===== config.mk =====
export PLATFORM = sky130hd
export DESIGN_NAME = rioTop
export DESIGN_NICKNAME = d
export VERILOG_FILES = /design/src/rioPkg.sv /design/src/spiSlave.sv /design/src/frameMapper.sv /design/src/jointStepper.sv /design/src/pwmOut.sv /design/src/freqCounter.sv /design/src/rioTop.sv
export SDC_FILE = /design/constraint.sdc
export NUM_CORES = 1
export LEC_CHECK = 0
export BUFFER_PORTS_ARGS = -buffer_cell sky130_fd_sc_hd__buf_2
export CORE_MARGIN = 2
export CORE_UTILIZATION = 50
export CTS_BUF_LIST = sky130_fd_sc_hd__clkbuf_8 sky130_fd_sc_hd__clkbuf_16
export DETAILED_ROUTE_END_ITERATION = 16
export PLACE_DENSITY_LB_ADDON = 0.25
export SLEW_MARGIN = 30
export SYNTH_ARGS = -nofsm -noshare
export SYNTH_HDL_FRONTEND = slang
export SYNTH_SLANG_ARGS = --single-unit

===== constraint.sdc =====
create_clock -name sysclk -period 20.4 [get_ports sysclk]
set_clock_uncertainty 0.05 [all_clocks]
set_input_delay 4.08 -clock sysclk [delete_from_list [all_inputs] [get_ports sysclk]]
set_output_delay 4.08 -clock sysclk [all_outputs]
set_load 0.03 [all_outputs]

===== src/rioPkg.sv =====
/*
    Remote I/O shared definitions
    frame layout, header words, timing constants and counter widths
*/
`default_nettype none

package rioPkg;

    // frame geometry
    localparam int frameBits = 144;
    localparam int jointCount = 2;

    // header words after byte swap
    localparam logic [31:0] rxHeader = 32'h74697277;
    localparam logic [31:0] txHeaderData = 32'h64617461;
    localparam logic [31:0] txHeaderEstop = 32'h65737470;

    // timing, all in sysclk cycles
    localparam int timeoutCycles = 5000;
    localparam int pwmPeriod = 100;
    localparam int freqGate = 1000;

    // stepper phase accumulator
    localparam int phaseBits = 24;
    // largest increment still leaves an idle cycle between two steps
    localparam logic [31:0] stepAddMax = 32'((1 << (phaseBits - 1)) - 1);

    // counter widths
    localparam int bitCountWidth = $clog2(frameBits + 1);
    localparam int timeoutWidth = $clog2(timeoutCycles + 1);
    localparam int pwmWidth = $clog2(pwmPeriod + 1);
    localparam int freqGateWidth = $clog2(freqGate);

    // rx field lsb positions, header at the top
    localparam int rxHeaderLsb = 112;
    localparam int rxCmd0Lsb = 80;
    localparam int rxCmd1Lsb = 48;
    localparam int rxSetPointLsb = 16;
    localparam int rxEnableLsb = 8;
    localparam int rxDoutLsb = 0;

    // tx field lsb positions, lowest byte stays zero
    localparam int txHeaderLsb = 112;
    localparam int txFeedback0Lsb = 80;
    localparam int txFeedback1Lsb = 48;
    localparam int txProcessLsb = 16;
    localparam int txDinLsb = 8;

    // 32-bit fields travel least significant byte first
    function automatic logic [31:0] byteSwap(input logic [31:0] word);
        return {word[7:0], word[15:8], word[23:16], word[31:24]};
    endfunction

endpackage

`default_nettype wire


===== src/spiSlave.sv =====
/*
    SPI mode 0 slave for the remote I/O frame
    shifts one fixed-length frame each way, checks the header on release
    and raises linkError when valid frames stop arriving
*/
`default_nettype none

module spiSlave import rioPkg::*; (
    input  logic                 sysclk,
    input  logic                 reset,
    input  logic                 spiSck,
    input  logic                 spiSsel,
    input  logic                 spiMosi,
    output logic                 spiMiso,
    input  logic [frameBits-1:0] txFrame,
    output logic [frameBits-1:0] rxFrame,
    output logic                 rxValid,
    output logic                 linkError
);

    // bits 0 and 1 synchronize, bit 2 keeps the last value for edge detection
    logic [2:0] sckSync;
    logic [2:0] sselSync;
    logic [1:0] mosiSync;

    logic sckRise;
    logic sckFall;
    logic sselRise;
    logic sselFall;
    logic sselActive;
    logic frameGood;

    logic [frameBits-1:0] rxShift;
    logic [frameBits-1:0] txShift;
    logic [bitCountWidth-1:0] bitCount;
    logic overrun;
    logic [timeoutWidth-1:0] timeoutCount;

    always_ff @(posedge sysclk) begin
        if (reset) begin
            sckSync <= '0;
            sselSync <= '1;
            mosiSync <= '0;
        end else begin
            sckSync <= {sckSync[1:0], spiSck};
            sselSync <= {sselSync[1:0], spiSsel};
            mosiSync <= {mosiSync[0], spiMosi};
        end
    end

    assign sckRise = (sckSync[2:1] == 2'b01);
    assign sckFall = (sckSync[2:1] == 2'b10);
    assign sselRise = (sselSync[2:1] == 2'b01);
    assign sselFall = (sselSync[2:1] == 2'b10);
    assign sselActive = !sselSync[1];

    assign frameGood = (bitCount == bitCountWidth'(frameBits)) && !overrun
                       && (byteSwap(rxShift[rxHeaderLsb +: 32]) == rxHeader);

    // data path, MSB first in both directions
    always_ff @(posedge sysclk) begin
        if (sselFall) begin
            txShift <= txFrame;
        end else if (sselActive && sckFall) begin
            txShift <= {txShift[frameBits-2:0], 1'b0};
        end
        if (sselActive && sckRise) begin
            rxShift <= {rxShift[frameBits-2:0], mosiSync[1]};
        end
    end

    assign spiMiso = txShift[frameBits-1];

    always_ff @(posedge sysclk) begin
        if (reset) begin
            bitCount <= '0;
            overrun <= 1'b0;
            rxValid <= 1'b0;
            rxFrame <= '0;
        end else begin
            rxValid <= 1'b0;
            if (sselFall) begin
                bitCount <= '0;
                overrun <= 1'b0;
            end else if (sselActive && sckRise) begin
                // extra clocks mark the frame bad instead of counting on
                if (bitCount == bitCountWidth'(frameBits)) begin
                    overrun <= 1'b1;
                end else begin
                    bitCount <= bitCount + 1'b1;
                end
            end
            if (sselRise && frameGood) begin
                rxFrame <= rxShift;
                rxValid <= 1'b1;
            end
        end
    end

    // link watchdog
    always_ff @(posedge sysclk) begin
        if (reset) begin
            timeoutCount <= '0;
            linkError <= 1'b0;
        end else if (rxValid) begin
            timeoutCount <= '0;
            linkError <= 1'b0;
        end else if (timeoutCount != timeoutWidth'(timeoutCycles)) begin
            timeoutCount <= timeoutCount + 1'b1;
            if (timeoutCount == timeoutWidth'(timeoutCycles - 1)) begin
                linkError <= 1'b1;
            end
        end
    end

    rxValidSingle: assert property (@(posedge sysclk) disable iff (reset)
        rxValid |=> !rxValid)
        else $error("rxValid held for more than one cycle");

    bitCountRange: assert property (@(posedge sysclk) disable iff (reset)
        bitCount <= bitCountWidth'(frameBits))
        else $error("bit count beyond frame length");

endmodule

`default_nettype wire


===== src/frameMapper.sv =====
/*
    Frame mapper
    latches host commands from the received frame, gates enables with the
    link error and packs feedback into the reply frame
*/
`default_nettype none

module frameMapper import rioPkg::*; (
    input  logic                  sysclk,
    input  logic                  reset,
    input  logic [frameBits-1:0]  rxFrame,
    input  logic                  rxValid,
    input  logic                  linkError,
    output logic signed [31:0]    freqCmd0,
    output logic signed [31:0]    freqCmd1,
    output logic signed [31:0]    setPoint,
    output logic [jointCount-1:0] jointEnable,
    output logic                  pwmDisable,
    output logic                  ena,
    output logic [7:0]            dout,
    input  logic signed [31:0]    feedback0,
    input  logic signed [31:0]    feedback1,
    input  logic signed [31:0]    processVariable,
    input  logic [7:0]            din,
    output logic [frameBits-1:0]  txFrame
);

    logic [jointCount-1:0] enableBits;
    logic [31:0] txHeader;

    always_ff @(posedge sysclk) begin
        if (reset) begin
            freqCmd0 <= '0;
            freqCmd1 <= '0;
            setPoint <= '0;
            enableBits <= '0;
            dout <= '0;
            txHeader <= txHeaderData;
        end else begin
            txHeader <= linkError ? txHeaderEstop : txHeaderData;
            if (rxValid) begin
                freqCmd0 <= byteSwap(rxFrame[rxCmd0Lsb +: 32]);
                freqCmd1 <= byteSwap(rxFrame[rxCmd1Lsb +: 32]);
                setPoint <= byteSwap(rxFrame[rxSetPointLsb +: 32]);
                enableBits <= rxFrame[rxEnableLsb +: jointCount];
                dout <= rxFrame[rxDoutLsb +: 8];
            end
        end
    end

    // error overrides every motion output, digital outputs stay as sent
    assign jointEnable = enableBits & {jointCount{!linkError}};
    assign ena = (|enableBits) && !linkError;
    assign pwmDisable = linkError;

    always_comb begin
        // unused low byte goes out as zero
        txFrame = '0;
        txFrame[txHeaderLsb +: 32] = byteSwap(txHeader);
        txFrame[txFeedback0Lsb +: 32] = byteSwap(feedback0);
        txFrame[txFeedback1Lsb +: 32] = byteSwap(feedback1);
        txFrame[txProcessLsb +: 32] = byteSwap(processVariable);
        txFrame[txDinLsb +: 8] = din;
    end

endmodule

`default_nettype wire


===== src/jointStepper.sv =====
/*
    Step/direction generator
    phase accumulator on the command magnitude, one step per carry,
    with an up/down position counter as feedback
*/
`default_nettype none

module jointStepper import rioPkg::*; (
    input  logic               sysclk,
    input  logic               reset,
    input  logic               enable,
    input  logic signed [31:0] freqCmd,
    output logic               stp,
    output logic               dir,
    output logic signed [31:0] feedback
);

    logic [31:0] magnitude;
    logic [phaseBits-1:0] stepAdd;
    logic [phaseBits-1:0] phase;
    logic [phaseBits:0] phaseSum;
    logic carry;

    assign magnitude = freqCmd[31] ? 32'(-freqCmd) : 32'(freqCmd);

    // clamp so a carry can never follow a carry
    assign stepAdd = (magnitude > stepAddMax) ? stepAddMax[phaseBits-1:0]
                                              : magnitude[phaseBits-1:0];

    assign phaseSum = {1'b0, phase} + {1'b0, stepAdd};
    assign carry = phaseSum[phaseBits];

    always_ff @(posedge sysclk) begin
        if (reset) begin
            phase <= '0;
            stp <= 1'b0;
            dir <= 1'b0;
            feedback <= '0;
        end else if (enable) begin
            phase <= phaseSum[phaseBits-1:0];
            stp <= carry;
            // dir high means negative travel
            dir <= freqCmd[31];
            if (carry) begin
                if (freqCmd[31]) begin
                    feedback <= feedback - 1;
                end else begin
                    feedback <= feedback + 1;
                end
            end
        end else begin
            // phase and dir hold while disabled
            stp <= 1'b0;
        end
    end

    stpSingle: assert property (@(posedge sysclk) disable iff (reset)
        stp |=> !stp)
        else $error("step pulse longer than one cycle");

endmodule

`default_nettype wire


===== src/pwmOut.sv =====
/*
    Fixed-period PWM generator
    duty is the setpoint in cycles, clamped to the period
*/
`default_nettype none

module pwmOut import rioPkg::*; (
    input  logic               sysclk,
    input  logic               reset,
    input  logic signed [31:0] setPoint,
    input  logic               disabled,
    output logic               pwm
);

    logic [pwmWidth-1:0] periodCount;
    logic [pwmWidth-1:0] duty;

    // negative counts as zero, above the period as always on
    always_comb begin
        if (setPoint < 0) begin
            duty = '0;
        end else if (setPoint > pwmPeriod) begin
            duty = pwmWidth'(pwmPeriod);
        end else begin
            duty = setPoint[pwmWidth-1:0];
        end
    end

    always_ff @(posedge sysclk) begin
        if (reset) begin
            periodCount <= '0;
            pwm <= 1'b0;
        end else begin
            if (periodCount == pwmWidth'(pwmPeriod - 1)) begin
                periodCount <= '0;
            end else begin
                periodCount <= periodCount + 1'b1;
            end
            pwm <= !disabled && (periodCount < duty);
        end
    end

endmodule

`default_nettype wire


===== src/freqCounter.sv =====
/*
    Input frequency counter
    counts synchronized rising edges over a fixed gate window
*/
`default_nettype none

module freqCounter import rioPkg::*; (
    input  logic               sysclk,
    input  logic               reset,
    input  logic               signalIn,
    output logic signed [31:0] frequency
);

    logic [2:0] signalSync;
    logic rise;
    logic [freqGateWidth-1:0] gateCount;
    logic [freqGateWidth-1:0] edgeCount;

    assign rise = (signalSync[2:1] == 2'b01);

    always_ff @(posedge sysclk) begin
        if (reset) begin
            signalSync <= '0;
            gateCount <= '0;
            edgeCount <= '0;
            frequency <= '0;
        end else begin
            signalSync <= {signalSync[1:0], signalIn};
            if (gateCount == freqGateWidth'(freqGate - 1)) begin
                // window closes, include an edge seen in the last cycle
                gateCount <= '0;
                frequency <= 32'(edgeCount) + 32'(rise);
                edgeCount <= '0;
            end else begin
                gateCount <= gateCount + 1'b1;
                edgeCount <= edgeCount + freqGateWidth'(rise);
            end
        end
    end

endmodule

`default_nettype wire


===== src/rioTop.sv =====
/*
    Remote I/O top level
    SPI slave, frame mapper, two stepper joints, PWM output and
    frequency input
*/
`default_nettype none

module rioTop import rioPkg::*; (
    input  logic                  sysclk,
    input  logic                  reset,
    input  logic                  spiSck,
    input  logic                  spiSsel,
    input  logic                  spiMosi,
    output logic                  spiMiso,
    input  logic [7:0]            din,
    output logic [7:0]            dout,
    output logic [jointCount-1:0] stp,
    output logic [jointCount-1:0] dir,
    output logic                  ena,
    output logic                  errorOut,
    output logic                  pwm,
    input  logic                  vinFrequency
);

    logic [frameBits-1:0] rxFrame;
    logic [frameBits-1:0] txFrame;
    logic rxValid;
    logic linkError;
    logic signed [31:0] freqCmd0;
    logic signed [31:0] freqCmd1;
    logic signed [31:0] setPoint;
    logic [jointCount-1:0] jointEnable;
    logic pwmDisable;
    logic signed [31:0] feedback0;
    logic signed [31:0] feedback1;
    logic signed [31:0] processVariable;

    assign errorOut = linkError;

    spiSlave spi (
        .sysclk    (sysclk),
        .reset     (reset),
        .spiSck    (spiSck),
        .spiSsel   (spiSsel),
        .spiMosi   (spiMosi),
        .spiMiso   (spiMiso),
        .txFrame   (txFrame),
        .rxFrame   (rxFrame),
        .rxValid   (rxValid),
        .linkError (linkError)
    );

    frameMapper mapper (
        .sysclk          (sysclk),
        .reset           (reset),
        .rxFrame         (rxFrame),
        .rxValid         (rxValid),
        .linkError       (linkError),
        .freqCmd0        (freqCmd0),
        .freqCmd1        (freqCmd1),
        .setPoint        (setPoint),
        .jointEnable     (jointEnable),
        .pwmDisable      (pwmDisable),
        .ena             (ena),
        .dout            (dout),
        .feedback0       (feedback0),
        .feedback1       (feedback1),
        .processVariable (processVariable),
        .din             (din),
        .txFrame         (txFrame)
    );

    jointStepper joint0 (
        .sysclk   (sysclk),
        .reset    (reset),
        .enable   (jointEnable[0]),
        .freqCmd  (freqCmd0),
        .stp      (stp[0]),
        .dir      (dir[0]),
        .feedback (feedback0)
    );

    jointStepper joint1 (
        .sysclk   (sysclk),
        .reset    (reset),
        .enable   (jointEnable[1]),
        .freqCmd  (freqCmd1),
        .stp      (stp[1]),
        .dir      (dir[1]),
        .feedback (feedback1)
    );

    pwmOut pwm0 (
        .sysclk   (sysclk),
        .reset    (reset),
        .setPoint (setPoint),
        .disabled (pwmDisable),
        .pwm      (pwm)
    );

    freqCounter vin0 (
        .sysclk    (sysclk),
        .reset     (reset),
        .signalIn  (vinFrequency),
        .frequency (processVariable)
    );

endmodule

`default_nettype wire


# Yosys cells after proc, flatten, opt, wreduce, memory -nomap -nowiden
# Index checks and enable logic that the tools add are counted.
# word_totals
ff_bits	741
out_inout_bits	16
wordCells	100
# op_classes
n_addsub	14
order_cmp	5
eq_ne	11
mux	12
bitwise	4
n_reduce_logical	23
# ops
cell	count
2-to-1 mux 144 bit	2
2-to-1 mux 32 bit	4
adder 32 x 2 -> 32 bit, second input constant	2
> comparator 32 x 23 -> 1 bit, second input constant	2
negator 32 bit	2
subtractor 32 x 2 -> 32 bit, second input constant	2
adder 24 x 24 -> 25 bit	2
2-to-1 mux 24 bit	2
== test 32 x 31 -> 1 bit, second input constant	1
> comparator 32 x 8 -> 1 bit, second input constant	1
< comparator 32 x 1 -> 1 bit, second input constant	1
2-to-1 mux 25 bit	1
2-to-1 mux 7 bit	2
OR reduction 2 bit	7
adder 13 x 1 -> 13 bit, second input constant	1
== test 13 bit, second input constant	1
inequality test 13 bit, second input constant	1
adder 10 x 1 -> 11 bit	1
adder 10 x 1 -> 10 bit	1
adder 10 x 1 -> 10 bit, second input constant	1
== test 10 bit, second input constant	1
AND reduction 2 bit	5
adder 8 x 1 -> 8 bit, second input constant	1
== test 8 bit, second input constant	1
other kinds (11)	24

# Logic depth before layout (Yosys ltp)
# logic_depth
ltp_word	6
ltp_mapped	23
mapped_depth_nobuf	22

# Cells and area by module
# A second synthesis with hierarchy kept.
# unflattened
cells_unflattened	3398
area_unflattened_um2	36178.4
# by_module_without_submodules
module	instances	cells_each	area_per_inst_um2	seq_area_each_um2
spiSlave	1	1233	17870.9	12171.7
jointStepper (joint1)	1	756	5818.1	1161.1
jointStepper (joint0)	1	687	5454.0	1161.1
frameMapper	1	495	4929.7	2162.1
freqCounter	1	158	1539.0	680.7
pwmOut	1	69	566.8	160.2

# Worst setup path before layout
# OpenSTA, ideal clock, no wires.
# synth_timing
kind	reg2reg
startpoint	register spi.sselSync[1]
endpoint	register spi.bitCount[2]
setup_ns	0.123
t_arrival_ns	11.532
setup_slack_ns	8.695
stages_incl_launch_ff	6
n_path_buf	0
synth_period_minus_slack_ns	11.705
cell_sequence	dfxtp_1 nor3_1 and2_1 nand2_1 xor2_1 nor2_1
# synth_between
elab_chain_len	3
word_cells_on_any_way	5
classes_between	eq/ne (1); reduce/logical (4)
# synth_lines
item	line_no	rtl
from (decl)	spiSlave.sv:23	logic [2:0] sselSync;
from (signal assigned)	spiSlave.sv:46	sselSync <= {sselSync[1:0], spiSsel};
logical NOT 1 bit	spiSlave.sv:55	assign sselActive = !sselSync[1];
logical AND 1 bit	spiSlave.sv:85	end else if (sselActive && sckRise) begin
AND reduction 2 bit (no source line)	-	
to (signal assigned)	spiSlave.sv:90	bitCount <= bitCount + 1'b1;
to (decl)	spiSlave.sv:35	logic [bitCountWidth-1:0] bitCount;
# Parallel ways exist; a longest one is shown, timed or not.
# A chain may end at the register's enable or synchronous reset.

# Final worst setup path
# layout_timing
startpoint	register mapper.freqCmd0[14]
endpoint	register joint0.feedback[19]
# layout_between
elab_chain_len	6
# layout_lines
item	line_no	rtl
from (decl)	frameMapper.sv:14	output logic signed [31:0] freqCmd0,
from (signal assigned)	frameMapper.sv:42	freqCmd0 <= byteSwap(rxFrame[rxCmd0Lsb +: 32]);
negator 32 bit	jointStepper.sv:24	assign magnitude = freqCmd[31] ? 32'(-freqCmd) : 32'(freqCmd);
2-to-1 mux 32 bit *	jointStepper.sv:24	
> comparator 32 x 23 -> 1 bit	jointStepper.sv:27	assign stepAdd = (magnitude > stepAddMax) ? stepAddMax[phaseBits-1:0]
2-to-1 mux 24 bit *	jointStepper.sv:27	
adder 24 x 24 -> 25 bit *	jointStepper.sv:30	assign phaseSum = {1'b0, phase} + {1'b0, stepAdd};
AND reduction 2 bit (no source line) *	-	
to (signal assigned)	jointStepper.sv:46	feedback <= feedback - 1;
to (signal assigned)	jointStepper.sv:48	feedback <= feedback + 1;
to (decl)	jointStepper.sv:15	output logic signed [31:0] feedback
# Mark *: on every way between the ends. The rest lies on a longest branch, timed or not.

==> flow_summary.json <==
{
  "io_pins": 30,
  "cts_buffers": 73,
  "clk_path_buf_depth": 3,
  "grt_pass1_wl_um": 103000,
  "hp-start": "spi.sselSync[0]",
  "synthArstFlopShare_pct": 0,
  "synth-warning-count": 0,
  "tightest_slew_ns": 0.993,
  "hpwl_um": 38800,
  "grt_max_degree": 150,
  "synth_compound_area_share_pct": 10.6,
  "clock-sinks": 684,
  "synth_xor_area_share_pct": 3.98,
  "wl_per_cell_um": 15.4,
  "worstSetupPathType": "register to register",
  "cell_internal_pwr_mw": 2.24,
  "min_period_ns": 6.67,
  "rows": 91,
  "synthMuxAreaShare_pct": 7.35,
  "hold_buffers": 0,
  "h-tree-depth": 3,
  "report.final.slew_viol_count": 0,
  "drive_above_1_share_pct": 6.52,
  "worst_path_max_delay_cell": "or4_4",
  "synth-seq-cells": 684,
  "r2r-start": "mapper.freqCmd0[14]",
  "dpl-instance-area_sq_um": 32200,
  "drt_iter0_drc": 1169,
  "area_growth_pct": 10.9,
  "clockPowerShare_pct": 47.5,
  "overflow": 0,
  "vias_per_cell": 5.45,
  "crit_chain": "or4_4 > or4_1 > or2_4 > or3_2 > or3_1 > mux2_2 > a32oi_1 > a2111oi_4 > buf_4 > nand2_1 > ha_1 > inv_1 > fa_1 > nor2b_1 > o2111ai_1 > and4b_1 > o31a_1 > o211ai_1 > o31a_1 > buf_4 > nand2_1 > o32ai_1",
  "power.leakage_nw": 13.3,
  "synthFlopType": "dfxtp_1",
  "grt_antenna_before_repair": 0,
  "path_clk_slew_ns": 0.06,
  "portBuffers": 29,
  "cts_setup_buffers": 0,
  "path_max_fanout": 25,
  "final_area_sq_um": 34700,
  "worst_ep_arrival_time_ns": 7.11,
  "synth_edf_count": 280,
  "p_comb_share_pct": 1.6,
  "die_h_um": 254,
  "whs_endpoint": "spi.sselSync[1]",
  "grt.total_usage_pct": 19.1,
  "hold_viol": 0,
  "rsz0062_at_grt": "false",
  "reg2reg_depth": 22,
  "cts_tree": "yes",
  "cp-start-kind": "register",
  "r2r_slack_ns": 13.73,
  "finalSetupViolCount": 0,
  "post-route-period-util_pct": 32.7,
  "layout.nets": 3258,
  "fin_tns_setup_ns": 0,
  "die_w_um": 254,
  "yosysSeqAreaShare_pct": 52.7,
  "synthSimpleGateAreaFrac_pct": 17.5,
  "syn_inst": 3128,
  "cts_root_buf": "clkbuf_16",
  "nFillCells": 5315,
  "synth_cell_type_count": 82,
  "cp_slowest_stage_delay_ns": 0.58,
  "cp-end-kind": "register",
  "syn_area_per_cell_sq_um": 10.0,
  "place.gp.congestion": 0.853,
  "initial_utilization_pct": 50.6,
  "num_vias": 21900,
  "max_freq_mhz": 150,
  "die-area_sq_um": 64600,
  "max_cap_violations": 0,
  "outcome": "finished clean",
  "r2r-end": "joint0.feedback[19]",
  "drc": 0,
  "first_global_vias": 21100,
  "core-area_sq_um": 61800,
  "whs_path_depth": 1,
  "synthAdderAreaFrac_pct": 5.30,
  "postRouteAntennaNets": 0,
  "synthesis.area_sq_um": 31300,
  "antennaDiodeCount": 0,
  "worstHoldPathType": "register to register",
  "clk_latency_ns": 0.61,
  "synth_top_family_by_area": "simple AND/OR/NAND/NOR gates",
  "p_per_area_nw_per_um2": 81.3,
  "p_total_mw": 2.82,
  "ir_drop_v": 0.0000632,
  "relSlewSlack_pct": 33.8,
  "cp_data_required_time_ns": 20.85,
  "postCtsResizedCells": 0,
  "drtPass1Iterations": 5,
  "routed_wl_um": 61700,
  "swShare_pct": 20.6,
  "switchingPower_uw": 580,
  "seqPwrFrac_pct": 50.9
}
-- cell usage after synthesis (all sizes together) (4+ instances only) --
library cell	instances	area, sq um
nand2	476	1790
dfxtp	404	8090
or3	29	184
clkbuf	108	405
nand3	65	325
buf	36	169
nand2b	28	175
a211o	5	43.8
o31a	5	43.8
inv	53	199
or2	10	65.1
nand4	23	144
xor2	91	797
and2	50	313
nand3b	5	37.5
a32oi	4	35.0
mux2i	224	2240
nor3	50	255
or4	10	82.6
o31ai	22	165
a211oi	23	173
a21oi	160	801
a2111oi	5	62.6
o21a	24	180
and3	16	100
a21boi	6	45.0
nor2	399	1500
nand4b	4	35.0
a31oi	19	119
and4	5	43.8
xnor2	51	447
mux2	5	56.3
o211ai	12	90.1
o21ai	85	425
nor4	17	106
a21o	64	480
fa	4	80.1
nor2b	34	213
edfxtp	280	8410
o21bai	20	150
o41ai	13	114
ha	126	1580
o2111ai	5	43.8
-- power by group through the flow --
stage                     clock network (mW)  registers, mW  logic, mW
final                                   1.34           1.44     0.0456
after global routing                    1.43           1.44     0.0519
after detailed placement                   0           1.46     0.0460
after global placement                     0           1.46     0.0447
after CTS                               1.38           1.44     0.0461
after floorplan                            0           1.47     0.0331
-- worst max-delay path: cells and delay by family, from the launching register on --
| family | cells | cell delay (ns) |
|---|---|---|
| DFF | 1 | 0.36 |
| buffers and inverters | 3 | 0.61 |
| and+or+nand+nor | 9 | 2.95 |
| AOI/OAI and AO/OA | 7 | 1.76 |
| adders and majority gates | 2 | 0.54 |
| muxes | 1 | 0.28 |
-- sequential cells by signal (all words and copies together), names as in the netlist, 7 cells and up --
name	flops
vin0.gateCount	10
mapper.freqCmd0	32
joint0.feedback	32
vin0.frequency	11
spi.bitCount	8
vin0.edgeCount	10
joint1.feedback	32
spi.rxFrame	106
pwm0.periodCount	7
joint0.phase	24
joint1.phase	24
mapper.dout	8
spi.timeoutCount	13
mapper.freqCmd1	32
spi.txShift	136
mapper.setPoint	32
spi.rxShift	144
-- cells in the final DEF, fill, tap and decap left out, types with 50 or more instances in the layout --
cell       instances
ha_1             126
xnor2_1           51
dfxtp_1          401
nor2_1           398
and2_1            50
nand2_1          475
clkbuf_16         74
mux2i_1          224
o21ai_0           84
inv_1             70
edfxtp_1         280
a21oi_1          160
nand3_1           65
a21o_1            64
xor2_1            91
-- worst max path at each step --
stage,end,depth (start not counted),slack (ns),from
after floorplan,spi.bitCount[2],5,8.70,spi.sselSync[1]
after global placement,spi.rxFrame[4],4,13.78,reset
after detailed placement,spi.rxFrame[4],4,13.73,reset
after CTS,joint0.feedback[19],22,13.80,mapper.freqCmd0[14]
after global routing,joint0.feedback[19],22,13.29,mapper.freqCmd0[8]
final,joint0.feedback[19],22,13.73,mapper.freqCmd0[14]
-- through the flow --
stage	worst slack [ns]	hold WS, ns	utilization, %	std cells
6_report	13.73	0.363	56.1	4012
3_5_place_dp	13.73	0.355	52.0	3875
2_1_floorplan	8.70	0.336	-	3129
3_3_place_gp	13.78	0.349	52.0	3875
5_1_grt	13.29	0.377	56.1	4012
4_1_cts	13.80	0.372	56.0	4011
-- per-layer routing --
layer  routed length, um  GRT usage [%]  vias to the layer above
met4                1520           5.92                        0
met1               29400           25.4                    10400
met3                2260           3.17                      109
li1                    -              -                    11000
met2               28600           32.0                      357
met5                   0              0                        -
-- final cells by class --
class,instances,area (sq um),area share [%]
Clock buffer,82,1960,5.66
Timing Repair Buffer,54,379,1.09
Tap cell,837,1050,3.02
Clock inverter,54,514,1.48
Inverter,53,199,0.574
Multi-Input combinational cell,2248,14100,40.6
Sequential cell,684,16500,47.6
-- cells by family after synthesis --
logic type,Yosys count
compound gates,511
xor+xnor,142
fa+ha+maj,130
buf+inv,197
flops,684
mux,229
other cells,1
simple gates,1234
No activity file was read; power rests on OpenSTA's default activity.
